## src/common/nn_ctrl_macros.svh

```systemverilog
`ifndef NN_CTRL_MACROS_SVH
`define NN_CTRL_MACROS_SVH

// Layer geometry of the input layer
`define NN_P 32 // Neurons in the layer
`define NN_FO 2 // Fan-out of each neuron
`define NN_Z 8 // Memories read and written in parallel
`define NN_L 3 // Layers in the network
`define NN_WIDTH 8 // Bits of one activation

// One junction cycle is P*FO/Z working clocks plus two clocks of pipeline slack
`define NN_CPC ((`NN_P * `NN_FO / `NN_Z) + 2)
`define NN_COLL ((2 * `NN_L) - 1) // Activation collections kept in rotation
`define NN_WORK (`NN_CPC - 2) // Clocks per cycle that move real data

// Derived field widths
`define NN_IDX_W $clog2(`NN_CPC) // Cycle index
`define NN_NIDX_W $clog2(`NN_P) // Interleaved neuron index
`define NN_AM_AW $clog2(`NN_P / `NN_Z) // Entries in one activation memory
`define NN_SEL_W $clog2(`NN_Z) // Selects one of the Z lanes
`define NN_WM_AW $clog2(`NN_WORK) // Entries in one weight memory
`define NN_PART_W $clog2(`NN_FO) // Selects one of the FO parts

`endif

```

## src/common/nn_ctrl_pkg.sv

```systemverilog
`include "nn_ctrl_macros.svh"

package nn_ctrl_pkg;

	// Position inside the current junction cycle
	typedef logic [`NN_IDX_W-1:0] cycle_idx_t;

	// Points at one of the 2L-1 activation collections
	typedef logic [$clog2(`NN_COLL)-1:0] coll_pt_t;

	// One neuron index as it leaves the interleaver
	// Low bits name the memory, high bits name the entry inside it
	typedef logic [`NN_NIDX_W-1:0] neuron_idx_t;

	typedef logic [`NN_AM_AW-1:0] am_addr_t; // Entry inside one activation memory
	typedef logic [`NN_SEL_W-1:0] lane_sel_t; // One of the Z lanes or memories
	typedef logic [`NN_WM_AW-1:0] wm_addr_t; // Entry inside one weight memory

	// Everything the downstream logic needs to know about time
	typedef struct packed
	{
		cycle_idx_t idx; // Current clock within the junction cycle
		cycle_idx_t idx_d2; // Same index two clocks late, used for writing
		logic wrap; // High in the last clock of the junction cycle
	} timing_s;

	// Collection roles, all stepping together at every wrap
	typedef struct packed
	{
		coll_pt_t rff; // Read for feed-forward of the next layer
		coll_pt_t wr; // Written by the previous layer
		coll_pt_t rup; // Read for the weight update
	} pointer_s;

	// Output of the address decoder
	typedef struct packed
	{
		am_addr_t [`NN_Z-1:0] rd_addr; // Entry that memory j must read
		lane_sel_t [`NN_Z-1:0] mux_sel; // Memory that lane j takes its value from
	} decode_s;

	// Control of one activation collection
	typedef struct packed
	{
		logic [`NN_Z-1:0] we; // One enable per memory
		am_addr_t [`NN_Z-1:0] addr; // One address per memory
	} am_ctrl_s;

	// Weight memories share one address, so it is given only once
	// Port A only reads and needs no enable here
	typedef struct packed
	{
		logic we_b; // Port B write enable
		wm_addr_t rd_addr; // Port A read address
		wm_addr_t wr_addr; // Port B write address, one clock behind the read
	} wm_ctrl_s;

endpackage

```

## src/rtl/cycle_timer.sv

```systemverilog
`include "nn_ctrl_macros.svh"

module cycle_timer
(
	input logic clk,
	input logic reset_i,
	output nn_ctrl_pkg::timing_s timing_o
);

	nn_ctrl_pkg::cycle_idx_t idx_q; // Free-running index within a junction cycle
	nn_ctrl_pkg::cycle_idx_t idx_d1_q; // First stage of the write delay
	nn_ctrl_pkg::cycle_idx_t idx_d2_q; // Second stage, what the write side uses
	logic wrap;

	// Last clock of the junction cycle
	assign wrap = (idx_q == nn_ctrl_pkg::cycle_idx_t'(`NN_CPC - 1));

	always_ff @(posedge clk)
	begin
		if (reset_i)
		begin
			idx_q <= '0;
			idx_d1_q <= '0; // Both delay stages read 0 for two clocks after reset
			idx_d2_q <= '0;
		end
		else
		begin
			idx_q <= wrap ? '0 : idx_q + 1'b1; // Back to 0 after CPC-1
			idx_d1_q <= idx_q;
			idx_d2_q <= idx_d1_q;
		end
	end

	assign timing_o = '{idx: idx_q, idx_d2: idx_d2_q, wrap: wrap};

endmodule

```

## src/rtl/input_layer_state_machine.sv

```systemverilog
`include "nn_ctrl_macros.svh"

module input_layer_state_machine
(
	input logic clk,
	input logic reset_i,
	input nn_ctrl_pkg::timing_s timing_i,
	output nn_ctrl_pkg::pointer_s pointers_o, // Roles as they stand in this clock
	output nn_ctrl_pkg::coll_pt_t rff_pt_o, // Feed-forward read, aligned with the memory output
	output nn_ctrl_pkg::coll_pt_t rup_pt_o, // Update read, aligned with the memory output
	output nn_ctrl_pkg::wm_ctrl_s wm_ctrl_o
);

	nn_ctrl_pkg::pointer_s pt_q;
	nn_ctrl_pkg::coll_pt_t rff_pt_q;
	nn_ctrl_pkg::coll_pt_t rup_pt_q;
	nn_ctrl_pkg::wm_addr_t wm_rd_addr;
	nn_ctrl_pkg::wm_addr_t wm_wr_addr_q;
	logic wm_we_b;
	logic in_work; // Index lies in the working clocks 1..WORK

	// Next collection in the rotation
	function automatic nn_ctrl_pkg::coll_pt_t step_pt(input nn_ctrl_pkg::coll_pt_t pt);
		if (pt == nn_ctrl_pkg::coll_pt_t'(`NN_COLL - 1))
		begin
			return '0;
		end
		return pt + 1'b1;
	endfunction

	// The three roles rotate in lockstep, so they never collide
	// A collection is written first, then read for feed-forward, then for update
	always_ff @(posedge clk)
	begin
		if (reset_i)
		begin
			pt_q.rff <= nn_ctrl_pkg::coll_pt_t'(0);
			pt_q.wr <= nn_ctrl_pkg::coll_pt_t'(1);
			pt_q.rup <= nn_ctrl_pkg::coll_pt_t'(2);
		end
		else if (timing_i.wrap) // Roles change at the junction-cycle boundary only
		begin
			pt_q.rff <= step_pt(pt_q.rff);
			pt_q.wr <= step_pt(pt_q.wr);
			pt_q.rup <= step_pt(pt_q.rup);
		end
	end

	assign pointers_o = pt_q;

	// Read pointers go to the output muxes, which see data one clock after the address
	always_ff @(posedge clk)
	begin
		if (reset_i)
		begin
			rff_pt_q <= '0;
			rup_pt_q <= '0;
		end
		else
		begin
			rff_pt_q <= pt_q.rff;
			rup_pt_q <= pt_q.rup;
		end
	end

	assign rff_pt_o = rff_pt_q;
	assign rup_pt_o = rup_pt_q;

	// Every weight memory reads the same entry, indexed by the clock in the cycle
	assign wm_rd_addr = timing_i.idx[`NN_WM_AW-1:0];

	// Clock 0 only reads, so port B starts writing at clock 1
	assign in_work = (timing_i.idx != '0)
		&& (timing_i.idx <= nn_ctrl_pkg::cycle_idx_t'(`NN_WORK));
	assign wm_we_b = in_work && !reset_i;

	// The updated weight goes back to the entry read on the previous clock
	always_ff @(posedge clk)
	begin
		if (reset_i)
			wm_wr_addr_q <= '0;
		else
			wm_wr_addr_q <= wm_rd_addr;
	end

	assign wm_ctrl_o = '{we_b: wm_we_b, rd_addr: wm_rd_addr, wr_addr: wm_wr_addr_q};

endmodule

```

## src/address_decoder/comparator_set.sv

```systemverilog
`include "nn_ctrl_macros.svh"

module comparator_set #(
	parameter int MEM_ID = 0 // Memory that this search serves
)
(
	input nn_ctrl_pkg::neuron_idx_t [`NN_Z-1:0] neuron_idx_i,
	output nn_ctrl_pkg::lane_sel_t insert_o // Lane whose neuron sits in memory MEM_ID
);

	// Memory number in the same width as the low index bits
	localparam nn_ctrl_pkg::lane_sel_t MEM_SEL = nn_ctrl_pkg::lane_sel_t'(MEM_ID);

	// Plain priority scan over all lanes
	always_comb
	begin
		insert_o = '0; // Nobody matches, so fall back to lane 0
		for (int i = 0; i < `NN_Z; i++)
		begin
			// Later lanes overwrite earlier ones, so the highest match wins
			if (neuron_idx_i[i][`NN_SEL_W-1:0] == MEM_SEL)
			begin
				insert_o = nn_ctrl_pkg::lane_sel_t'(i);
			end
		end
	end

	// In normal operation the interleaver hands out one lane per memory,
	// so at most one compare fires and the priority never matters

endmodule

```

## src/address_decoder/address_decoder.sv

```systemverilog
`include "nn_ctrl_macros.svh"

module address_decoder
(
	input nn_ctrl_pkg::neuron_idx_t [`NN_Z-1:0] neuron_idx_i, // Lane i wants this neuron
	output nn_ctrl_pkg::decode_s decode_o
);

	// For each memory, the lane whose neuron lives in it
	nn_ctrl_pkg::lane_sel_t [`NN_Z-1:0] insert;

	genvar gv_j;
	generate
		for (gv_j = 0; gv_j < `NN_Z; gv_j = gv_j + 1)
		begin: g_mem
			// One search per memory, each with its own memory number
			comparator_set #(
				.MEM_ID(gv_j)
			) comparator_set_i
			(
				.neuron_idx_i(neuron_idx_i),
				.insert_o(insert[gv_j])
			);

			// Memory j reads the entry held in the high bits of the matching lane's index
			assign decode_o.rd_addr[gv_j] =
				neuron_idx_i[insert[gv_j]][`NN_NIDX_W-1 -: `NN_AM_AW];

			// Lane j later picks its value out of the memory named by its low bits
			assign decode_o.mux_sel[gv_j] = neuron_idx_i[gv_j][`NN_SEL_W-1:0];
		end
	endgenerate

	// With a true permutation every memory is claimed by exactly one lane
	// With repeats the highest lane wins and unclaimed memories read via lane 0

endmodule

```

## src/rtl/act_mem_ctrl.sv

```systemverilog
`include "nn_ctrl_macros.svh"

module act_mem_ctrl
(
	input logic clk,
	input logic reset_i,
	input nn_ctrl_pkg::pointer_s pointers_i,
	input nn_ctrl_pkg::cycle_idx_t idx_d2_i, // Index two clocks late, paces the writes
	input nn_ctrl_pkg::decode_s decode_i,
	input logic [`NN_Z/`NN_FO-1:0][`NN_WIDTH-1:0] act_data_i,
	output nn_ctrl_pkg::am_ctrl_s [`NN_COLL-1:0] am_ctrl_o,
	output logic [`NN_Z-1:0][`NN_WIDTH-1:0] act_data_o,
	output nn_ctrl_pkg::lane_sel_t [`NN_Z-1:0] mux_sel_o
);

	// The Z memories split into FO parts, each filled by one clock's data
	localparam int LANES_PER_PART = `NN_Z / `NN_FO;

	nn_ctrl_pkg::am_addr_t wr_addr; // Same entry for every memory of the written collection
	logic [`NN_PART_W-1:0] part_cur; // Part written in this clock
	logic in_window; // Delayed index is still inside the working clocks
	nn_ctrl_pkg::lane_sel_t [`NN_Z-1:0] mux_sel_q;

	// Low bits of the delayed index walk the parts, the rest walk the entries
	assign part_cur = idx_d2_i[`NN_PART_W-1:0];
	assign wr_addr = idx_d2_i[`NN_PART_W +: `NN_AM_AW];
	assign in_window = (idx_d2_i < nn_ctrl_pkg::cycle_idx_t'(`NN_WORK));

	genvar gv_c, gv_p, gv_k, gv_m;
	generate
		for (gv_c = 0; gv_c < `NN_COLL; gv_c = gv_c + 1)
		begin: g_coll
			for (gv_p = 0; gv_p < `NN_FO; gv_p = gv_p + 1)
			begin: g_part
				for (gv_k = 0; gv_k < LANES_PER_PART; gv_k = gv_k + 1)
				begin: g_lane
					// Only the write collection, only the current part, only in the window
					assign am_ctrl_o[gv_c].we[gv_p*LANES_PER_PART + gv_k] = in_window
						&& (int'(part_cur) == gv_p)
						&& (pointers_i.wr == nn_ctrl_pkg::coll_pt_t'(gv_c))
						&& !reset_i;

					// Reads are not destructive, so every other collection follows the decoder
					assign am_ctrl_o[gv_c].addr[gv_p*LANES_PER_PART + gv_k] =
						(pointers_i.wr == nn_ctrl_pkg::coll_pt_t'(gv_c))
						? wr_addr
						: decode_i.rd_addr[gv_p*LANES_PER_PART + gv_k];
				end
			end
		end

		// Each part sees the same group of incoming activations
		// The enables decide which part actually takes it
		for (gv_m = 0; gv_m < `NN_Z; gv_m = gv_m + 1)
		begin: g_data
			assign act_data_o[gv_m] = act_data_i[gv_m % LANES_PER_PART];
		end
	endgenerate

	// Memory data comes out one clock after the address, so the lane muxes wait too
	always_ff @(posedge clk)
	begin
		if (reset_i)
			mux_sel_q <= '0;
		else
			mux_sel_q <= decode_i.mux_sel;
	end

	assign mux_sel_o = mux_sel_q;

endmodule

```

## src/rtl/nn_ctrl_top.sv

```systemverilog
`include "nn_ctrl_macros.svh"

module nn_ctrl_top
(
	input logic clk,
	input logic reset_i,
	input nn_ctrl_pkg::neuron_idx_t [`NN_Z-1:0] neuron_idx_i, // From the external interleaver
	input logic [`NN_Z/`NN_FO-1:0][`NN_WIDTH-1:0] act_data_i, // One part's worth per clock
	output nn_ctrl_pkg::cycle_idx_t cycle_idx_o,
	output nn_ctrl_pkg::am_ctrl_s [`NN_COLL-1:0] am_ctrl_o,
	output logic [`NN_Z-1:0][`NN_WIDTH-1:0] act_data_o, // Write data shared by all collections
	output nn_ctrl_pkg::lane_sel_t [`NN_Z-1:0] mux_sel_o,
	output nn_ctrl_pkg::coll_pt_t rff_pt_o,
	output nn_ctrl_pkg::coll_pt_t rup_pt_o,
	output nn_ctrl_pkg::wm_ctrl_s wm_ctrl_o
);

	nn_ctrl_pkg::timing_s timing; // Index, delayed index and wrap
	nn_ctrl_pkg::pointer_s pointers; // Undelayed collection roles
	nn_ctrl_pkg::decode_s decode; // Raw read addresses and mux selects

	cycle_timer cycle_timer_i
	(
		.clk(clk),
		.reset_i(reset_i),
		.timing_o(timing)
	);

	assign cycle_idx_o = timing.idx; // Undelayed index goes straight out

	input_layer_state_machine input_layer_state_machine_i
	(
		.clk(clk),
		.reset_i(reset_i),
		.timing_i(timing),
		.pointers_o(pointers),
		.rff_pt_o(rff_pt_o),
		.rup_pt_o(rup_pt_o),
		.wm_ctrl_o(wm_ctrl_o)
	);

	address_decoder address_decoder_i
	(
		.neuron_idx_i(neuron_idx_i),
		.decode_o(decode)
	);

	act_mem_ctrl act_mem_ctrl_i
	(
		.clk(clk),
		.reset_i(reset_i),
		.pointers_i(pointers),
		.idx_d2_i(timing.idx_d2), // Writes trail the read pipeline by two clocks
		.decode_i(decode),
		.act_data_i(act_data_i),
		.am_ctrl_o(am_ctrl_o),
		.act_data_o(act_data_o),
		.mux_sel_o(mux_sel_o)
	);

endmodule

```

## config.mk

```make
export PLATFORM = sky130hd
export DESIGN_NAME = nn_ctrl_top
export DESIGN_NICKNAME = d
export VERILOG_FILES = /design/src/common/nn_ctrl_pkg.sv /design/src/rtl/cycle_timer.sv /design/src/rtl/input_layer_state_machine.sv /design/src/address_decoder/comparator_set.sv /design/src/address_decoder/address_decoder.sv /design/src/rtl/act_mem_ctrl.sv /design/src/rtl/nn_ctrl_top.sv
export VERILOG_INCLUDE_DIRS = /design/src /design/src/common
export SDC_FILE = /design/constraint.sdc
export NUM_CORES = 1
export LEC_CHECK = 0
export BUFFER_PORTS_ARGS = -buffer_cell sky130_fd_sc_hd__buf_2
export CAP_MARGIN = 20
export CORE_AREA = 2 2 116 118
export DETAILED_ROUTE_END_ITERATION = 7
export DIE_AREA = 0 0 118 120
export PLACE_DENSITY = 0.84
export SYNTH_ARGS = -nofsm -noshare
export SYNTH_HDL_FRONTEND = slang
export SYNTH_SLANG_ARGS = --single-unit
export TNS_END_PERCENT = 50
```

## constraint.sdc

```tcl
create_clock -name clk -period 2.4 [get_ports clk]
set_input_delay 0.24 -clock clk [delete_from_list [all_inputs] [get_ports clk]]
set_output_delay 0.24 -clock clk [all_outputs]
set_load 0.005 [all_outputs]
```

[Yosys cells after proc, flatten, opt, wreduce, memory -nomap -nowiden]
Cells that the tools add are included.
Cells by class
  reduce and logical (&&, ||, !) cells: 35
  order comparisons: 10
  bitwise gates (word level): 1
  equal/unequal tests: 56
  add/sub/neg operators: 4
  muxes and demuxes: 127
Operators with widths (count)
  $mux 3: 54
  $bmux 5 s3: 8
  $eq 3x3->1 const B: 31
  $mux 2: 40
  $eq 3x2->1 const B: 16
  $mux 5: 8
  $lt 3x4->1 const B: 8
  $eq 3x1->1 const B: 8
  $logic_and 1x1->1: 24
  $logic_not 3->1: 8
  $mux 1: 17
  $add 3x1->3 const B: 3
  $add 4x1->4 const B: 1
  $eq 4x4->1 const B: 1
  $le 4x4->1 const B: 1
  $lt 4x4->1 const B: 1
  $reduce_bool 4->1: 1
  $reduce_or 2->1: 1
  $logic_not 1->1: 1
  $not 1->1: 1
Word-level totals
  logic and storage cells: 250
  output and inout port bits: 225
  register bits: 54

[Logic depth before layout (Yosys ltp)]
Gate-level depths: netlist of the first run.
  word-level depth: 11
  mapped depth: 8

[Cells and area by module]
A second synthesis of the first run with hierarchy kept.
Second synthesis, totals
  cells, all modules: 587
  area total of the unflattened synthesis: 5720.5 um^2
Modules (own cells, without submodules)
  act_mem_ctrl: times used 1, sequential area each 480.5 um^2, area an instance 2453.6 um^2, cells each 272
  address_decoder: times used 1, sequential area each 0.0 um^2, area an instance 1201.2 um^2, cells each 72
  input_layer_state_machine: times used 1, sequential area each 360.3 um^2, area an instance 749.5 um^2, cells each 77
  cycle_timer: times used 1, sequential area each 240.2 um^2, area an instance 402.9 um^2, cells each 38
  comparator_set (address_decoder_i.g_mem[5].comparator_set_i ...): times used 2, sequential area each 0.0 um^2, area an instance 113.9 um^2, cells each 17
  comparator_set (address_decoder_i.g_mem[1].comparator_set_i ...): times used 2, sequential area each 0.0 um^2, area an instance 112.6 um^2, cells each 16
  comparator_set (address_decoder_i.g_mem[4].comparator_set_i): times used 1, sequential area each 0.0 um^2, area an instance 126.4 um^2, cells each 16
  comparator_set (address_decoder_i.g_mem[0].comparator_set_i): times used 1, sequential area each 0.0 um^2, area an instance 113.9 um^2, cells each 16
  comparator_set (address_decoder_i.g_mem[7].comparator_set_i): times used 1, sequential area each 0.0 um^2, area an instance 113.9 um^2, cells each 14
  comparator_set (address_decoder_i.g_mem[3].comparator_set_i): times used 1, sequential area each 0.0 um^2, area an instance 106.4 um^2, cells each 16

[Least setup slack after synthesis of the first run]
OpenSTA, ideal clock, no wires.
  path type: input -> output
  start: in neuron_idx_i[10] (netlist name)
  end: out am_ctrl_o[32] (netlist name)
  setup slack: 0.326 ns
  stages on the path: 7
  arrival: 1.834 ns
  buffers on the path: 1
  required time: 2.160 ns
  cells stage by stage: buf_2 -> or3b_4 -> a311o_4 -> a21boi_4 -> o211ai_1 -> a32oi_2 -> a21oi_1
RTL lines
  from (decl): line nn_ctrl_top.sv:7  | input nn_ctrl_pkg::neuron_idx_t [`NN_Z-1:0] neuron_idx_i,
  to (decl): line nn_ctrl_top.sv:10  | output nn_ctrl_pkg::am_ctrl_s [`NN_COLL-1:0] am_ctrl_o,

==> flow_summary.yaml, run 1 <==
floorplanning:
  dieArea_um2: 14200
  core_um2: 13000
  die_width_um: 118
  fp-row-count: 42
  die_h_um: 120
  initial_core_util: 0.436
  io_pins: 299
critical_path:
  cp_common_cell: "buf_4"
  setup.worst_path.start_class: "primary input"
  cp_slowest_cell: "a311oi_4"
  crit_path_max_incr_delay_ns: 0.37
  cp_top_family: "compound AO/OA/AOI/OAI gates"
  critPathKind: "in2out"
  cp_num_buf_inv: 5
  crit_path_end_kind: "output pin"
  crit_chain: "clkbuf_4 > nor3b_2 > buf_4 > a311oi_4 > buf_4 > o21ai_0 > a31oi_1 > a32oi_2 > buf_6 > a21oi_1 > buf_2"
  cp.required_ns: 2.16
  path_max_fanout: 11
  cp.arrival_ns: 2.19
job:
  maxCapViolCount: 0
clock_network:
  cts_buffers: 5
  clkLatencyLatePin_ns: 0.29
  hold_buffers: 0
  cts_buffer_depth: 2
  root_buffer: "clkbuf_16"
  h-tree-depth: 2
  cts_tree: "done"
  cts_num_sinks: 51
  clk_pin_slew_ns: 0.07
grt:
  grt_overflow: 0
  antenna_found_initial: 0
  grt_use_total: 0.276
  grt_pass1_wl_mm: 31.3
  grt_max_degree: 53
  grt_pass1_vias: 5931
routing:
  drt_iter0_markers: 824
  wirelength_mm: 21.5
  postRouteAntennaNets: 0
  drc: 0
  avgViaCountPerCell: 6.22
  dr.pass1.iters: 6
  avgRoutedWirePerCell_um: 19.8
  num_vias: 6775
placed_design:
  pre_cts_slack_ns: -0.0631
  place.gp.congestion: 0.957
  dp_hpwl_mm: 15.4
  io_buffers: 202
  dp.cells: 1076
  post_dp_cell_area_um2: 6540
finish:
  n_fill_cell: 1227
  design_area_um2: 7040
  drive_gt1_frac: 0.404
  nNetsFinal: 999
  areaGrowthSynthToFinish_pct: 24.5
  diodes: 0
  final_core_util: 0.543
  final_cells: 1090
power:
  p_comb_frac: 0.488
  power_leakage_nw: 3.17
  switching_share: 0.373
  clkPwrFrac: 0.228
  p_sw_mw: 1.17
  pwr-share-seq: 0.284
  irDropWorstVdd_mv: 0.521
  p_total_mw: 3.15
  internal_power_mw: 1.98
  power_density_nw_per_um2: 447
synthesis:
  synth-edff-count: 0
  synthMostInstantiatedCell: "buf_4"
  synth_top_area_frac: 0.180
  synth_commonest_cells: "102 x buf_4, 73 x a21oi_1, 57 x o211ai_1, 52 x nand3_1"
  synth_area_leaders: "dfxtp_1 18%, buf_4 14%, o211ai_1 7.6%, a21oi_1 6.5%, nand3_1 4.6%"
  synth-seq-cells: 51
  async_reset_ff_frac: 0
  seq_area_frac_synth: 0.180
  synthFlopType: "dfxtp_1"
  yosysTopAreaCell: "dfxtp_1"
  syn_area_um2: 5660
  synthesis.instances: 765
  yosys_warnings: 0
  synth.distinct_cells: 63
  synth.avg_cell_area_um2: 7.39
  synth_nets: 851
timing:
  rsz0062_at_grt: "true"
  setup_ws_ns: -0.0312
  fmax_mhz: 411
  finalCriticalPeriod_ns: 2.43
  period_share: 1.01
  tightest_slew_ns: 0.660
  holdWs_ns: 0.163
  slew_viol_final: 0
  setup_viol: 6
  finClkSkew_ns: 0.00446
  tns_ns: -0.0953
  slew_headroom: 0.558
  finalHoldViolations: 0
worst_hold_path:
  hold_path.class: "in2reg"
outcome:
  status: "complete, but fails checks"
  violations: "setup timing"
## logic make-up (layout without fill, tap and decap cells)
family / after synthesis / count (layout) / synth area share
xor+xnor: 2 / 2 / 0.00310
compound gates: 261 / 261 / 0.337
simple gates: 270 / 270 / 0.265
fa+ha+maj: 12 / 12 / 0.0265
buf+inv: 165 / 314 / 0.181
flops: 51 / 51 / 0.180
mux: 4 / 4 / 0.00708
## cells in the final DEF (no fill, tap or decap), drive strengths merged, types with 3 or more instances in the layout
cell type / synthesis / final
o211ai: 57 / 57
nor3b: 16 / 16
a21oi: 76 / 76
a211oi: 7 / 7
or3: 6 / 6
nor2: 51 / 51
o21bai: 13 / 13
buf: 119 / 289
or3b: 9 / 9
and3: 8 / 8
a311oi: 4 / 4
ha: 12 / 12
mux2i: 4 / 4
o21ai: 37 / 37
nand2: 38 / 38
a32oi: 12 / 12
a31oi: 12 / 12
inv: 15 / 16
nor2b: 38 / 38
a21boi: 3 / 3
dfxtp: 51 / 51
clkinv: 1 / 3
and3b: 10 / 10
a211o: 6 / 6
a41oi: 12 / 12
nand3b: 14 / 14
nand3: 52 / 52
nor3: 13 / 13
clkbuf: 30 / 6
and2: 10 / 10
## per-layer routing
layer,GRT usage,vias to the layer above,part of all wire
li1,-,3030,-
met1,0.353,3109,0.38
met2,0.440,482,0.46
met3,0.0456,154,0.10
met4,0.157,0,0.062
met5,0,-,0
## power groups by stage
stage | combinational [mW] | clock (mW) | sequential, mW
floorplan | 0.859 | 0 | 0.913
global placement | 1.37 | 0 | 0.912
detailed placement | 1.39 | 0 | 0.913
CTS | 1.40 | 0.736 | 0.895
global route | 1.64 | 0.766 | 0.897
finish | 1.54 | 0.719 | 0.894
## final timing paths
path	depth (start not counted)	to	slack [ns]	from
hold / removal	2	act_mem_ctrl_i.mux_sel_o[2]	0.16	neuron_idx_i[2]
setup / recovery	11	am_ctrl_o[32]	-0.03	neuron_idx_i[27]
hold reg to reg	1	cycle_timer_i.idx_d2_q[3]	0.44	cycle_timer_i.idx_d1_q[3]
setup reg to reg	5	input_layer_state_machine_i.pointers_o[1]	0.73	cycle_timer_i.idx_q[0]
## cell type report
type	instances	area [µm²]	area share
flip-flops and latches	51	1020	0.145
repair buffers	290	1720	0.244
inverters	16	60.1	0.00853
multi-input cells	549	3870	0.549
clock inverters	3	28.8	0.00409
well taps	176	220	0.0313
clock buffers	5	125	0.0178
## registers in the layout, summed over array words and instances, names as in the netlist
| name | flops |
|---|---|
| input_layer_state_machine_i.rup_pt_o | 3 |
| input_layer_state_machine_i.pointers_o | 9 |
| cycle_timer_i.idx_d1_q | 4 |
| act_mem_ctrl_i.mux_sel_o | 24 |
| cycle_timer_i.idx_q | 4 |
| cycle_timer_i.idx_d2_q | 4 |
| input_layer_state_machine_i.rff_pt_o | 3 |
## what timing repair did
item | CTS | global route
gates cloned | 0 | 0
endpoints found under the setup margin | 18 | 71
buffers inserted | 0 | 6
resized for setup | 5 | 63
pin swaps | 4 | 26
## worst reg2reg max path, stage by stage, from the launching register on
cell	delay, ns
dfxtp_1	0.44
ha_1	0.19
nor2b_1	0.21
and2_1	0.37
nor2_1	0.07
a211o_1	0.27
(Power assumes the default switching activity.)
==> inputs of run 2 (changes only) <==
--- a/config.mk
+++ b/config.mk
@@ -9,9 +9,10 @@
 export BUFFER_PORTS_ARGS = -buffer_cell sky130_fd_sc_hd__buf_2
 export CAP_MARGIN = 20
 export CORE_AREA = 2 2 116 118
+export CTS_CLUSTER_DIAMETER = 120
 export DETAILED_ROUTE_END_ITERATION = 7
 export DIE_AREA = 0 0 118 120
-export PLACE_DENSITY = 0.84
+export PLACE_DENSITY = 0.78
 export SYNTH_ARGS = -nofsm -noshare
 export SYNTH_HDL_FRONTEND = slang
 export SYNTH_SLANG_ARGS = --single-unit
==> flow_summary.yaml, run 2 (same netlist as run 1, synthesis figures left out) <==
outcome:
  status: "complete, no violations"
finish:
  final_cell_mix: "192 x buf_2, 79 x buf_4, 63 x a21oi_1, 57 x o211ai_1, 51 x dfxtp_1"
  diodes: 0
  nNetsFinal: 998
  final_common_cell: "buf_2"
  design_area_um2: 7120
  areaGrowthSynthToFinish_pct: 25.9
  n_fill_cell: 1215
  drive_gt1_frac: 0.421
  largest_register_ffs: 24
  final_core_util: 0.549
routing:
  avgRoutedWirePerCell_um: 20.0
  drc: 0
  dr.pass1.iters: 7
  postRouteAntennaNets: 0
  wirelength_mm: 21.8
  drt_iter0_markers: 688
  avgViaCountPerCell: 6.13
  num_vias: 6673
timing:
  setup_ws_ns: 0.00612
  slew_headroom: 0.548
  finClkSkew_ns: 0.00295
  period_share: 0.997
  rsz0062_at_grt: "true"
  tightest_slew_ns: 0.675
  holdWs_ns: 0.166
  tns_ns: 0
  setup_viol: 0
  fmax_mhz: 418
  finalCriticalPeriod_ns: 2.39
  finalHoldViolations: 0
  slew_viol_final: 0
critical_path:
  cp.arrival_ns: 2.15
  path_max_fanout: 5
  cp_slowest_cell: "nor3b_1"
  cp_top_family: "compound AO/OA/AOI/OAI gates"
  crit_path_max_incr_delay_ns: 0.41
  critPathKind: "in2out"
  crit_path_end_kind: "output pin"
  cp_num_buf_inv: 3
  cp_common_cell: "buf_2"
  setup.worst_path.start_class: "primary input"
  crit_chain: "buf_2 > buf_4 > nor3b_1 > o21ba_4 > a21boi_4 > o211ai_1 > a32oi_2 > a21oi_1 > buf_2"
  cp.required_ns: 2.16
power:
  internal_power_mw: 2.00
  power_density_nw_per_um2: 442
  p_comb_frac: 0.489
  power_leakage_nw: 3.19
  pwr-share-seq: 0.284
  p_sw_mw: 1.15
  switching_share: 0.365
  irDropWorstVdd_mv: 0.512
  clkPwrFrac: 0.226
floorplanning:
  die_width_um: 118
  dieArea_um2: 14200
  initial_core_util: 0.436
  die_h_um: 120
  io_pins: 299
  fp-row-count: 42
  core_um2: 13000
placed_design:
  pre_cts_slack_ns: -0.173
  io_buffers: 202
  place.gp.congestion: 1.02
  post_dp_cell_area_um2: 6540
  dp_hpwl_mm: 15.7
grt:
  antenna_found_initial: 0
  grt_pass1_wl_mm: 32.2
  grt_max_degree: 53
  grt_pass1_vias: 6044
  grt_overflow: 0
  grt_use_total: 0.284
clock_network:
  hold_buffers: 0
  clk_pin_slew_ns: 0.06
  h-tree-depth: 2
  cts_buffers: 5
  cts_buffer_depth: 2
  root_buffer: "clkbuf_16"
  cts_num_sinks: 51
  cts_tree: "done"
  clkLatencyLatePin_ns: 0.29
job:
  maxCapViolCount: 0
worst_hold_path:
  hold_path.class: "in2reg"
run 2: routing by layer:
metal | vias up | wire, µm | global-route usage
met5 | - | 0 | 0
met4 | 0 | 1280 | 0.156
met3 | 145 | 2340 | 0.0547
met2 | 430 | 9690 | 0.448
met1 | 3063 | 8490 | 0.366
li1 | 3035 | - | -
run 2: power groups by stage:
stage	Combinational (mW)	Clock, mW	Sequential (mW)
6_report	1.54	0.712	0.894
4_1_cts	1.41	0.736	0.895
5_1_grt	1.65	0.766	0.898
2_1_floorplan	0.859	0	0.913
3_5_place_dp	1.39	0	0.913
3_3_place_gp	1.38	0	0.912
run 2: timing repair:
action / in CTS / in global routing
endpoints found under the setup margin: 32 / 83
cloned: 0 / 0
gates resized for setup: 10 / 90
buffers inserted: 1 / 4
pin swaps: 3 / 30
run 2: metrics by stage:
stage          total power, mW  std cells
6_report                  3.15       1089
3_5_place_dp              2.30       1076
3_3_place_gp              2.29       1076
4_1_cts                   3.04       1085
2_1_floorplan             1.77        765
5_1_grt                   3.32       1089
run 2: worst paths after layout:
kind	start	end	slack [ns]	cells past startpoint
max	neuron_idx_i[30]	am_ctrl_o[56]	0.006	9
min	neuron_idx_i[1]	act_mem_ctrl_i.mux_sel_o[1]	0.17	2
max reg2reg	cycle_timer_i.idx_q[0]	input_layer_state_machine_i.pointers_o[1]	0.80	5
min reg2reg	cycle_timer_i.idx_d1_q[3]	cycle_timer_i.idx_d2_q[3]	0.46	1
run 2: final cells by class:
cell class	instances	area (µm²)	share of cell area
well taps	176	220	0.0309
flip-flops and latches	51	1020	0.143
repair buffers	289	1760	0.247
clock inverters	1	8.76	0.00123
multi-input cells	549	3910	0.549
inverters	16	60.1	0.00843
clock buffers	7	143	0.0200
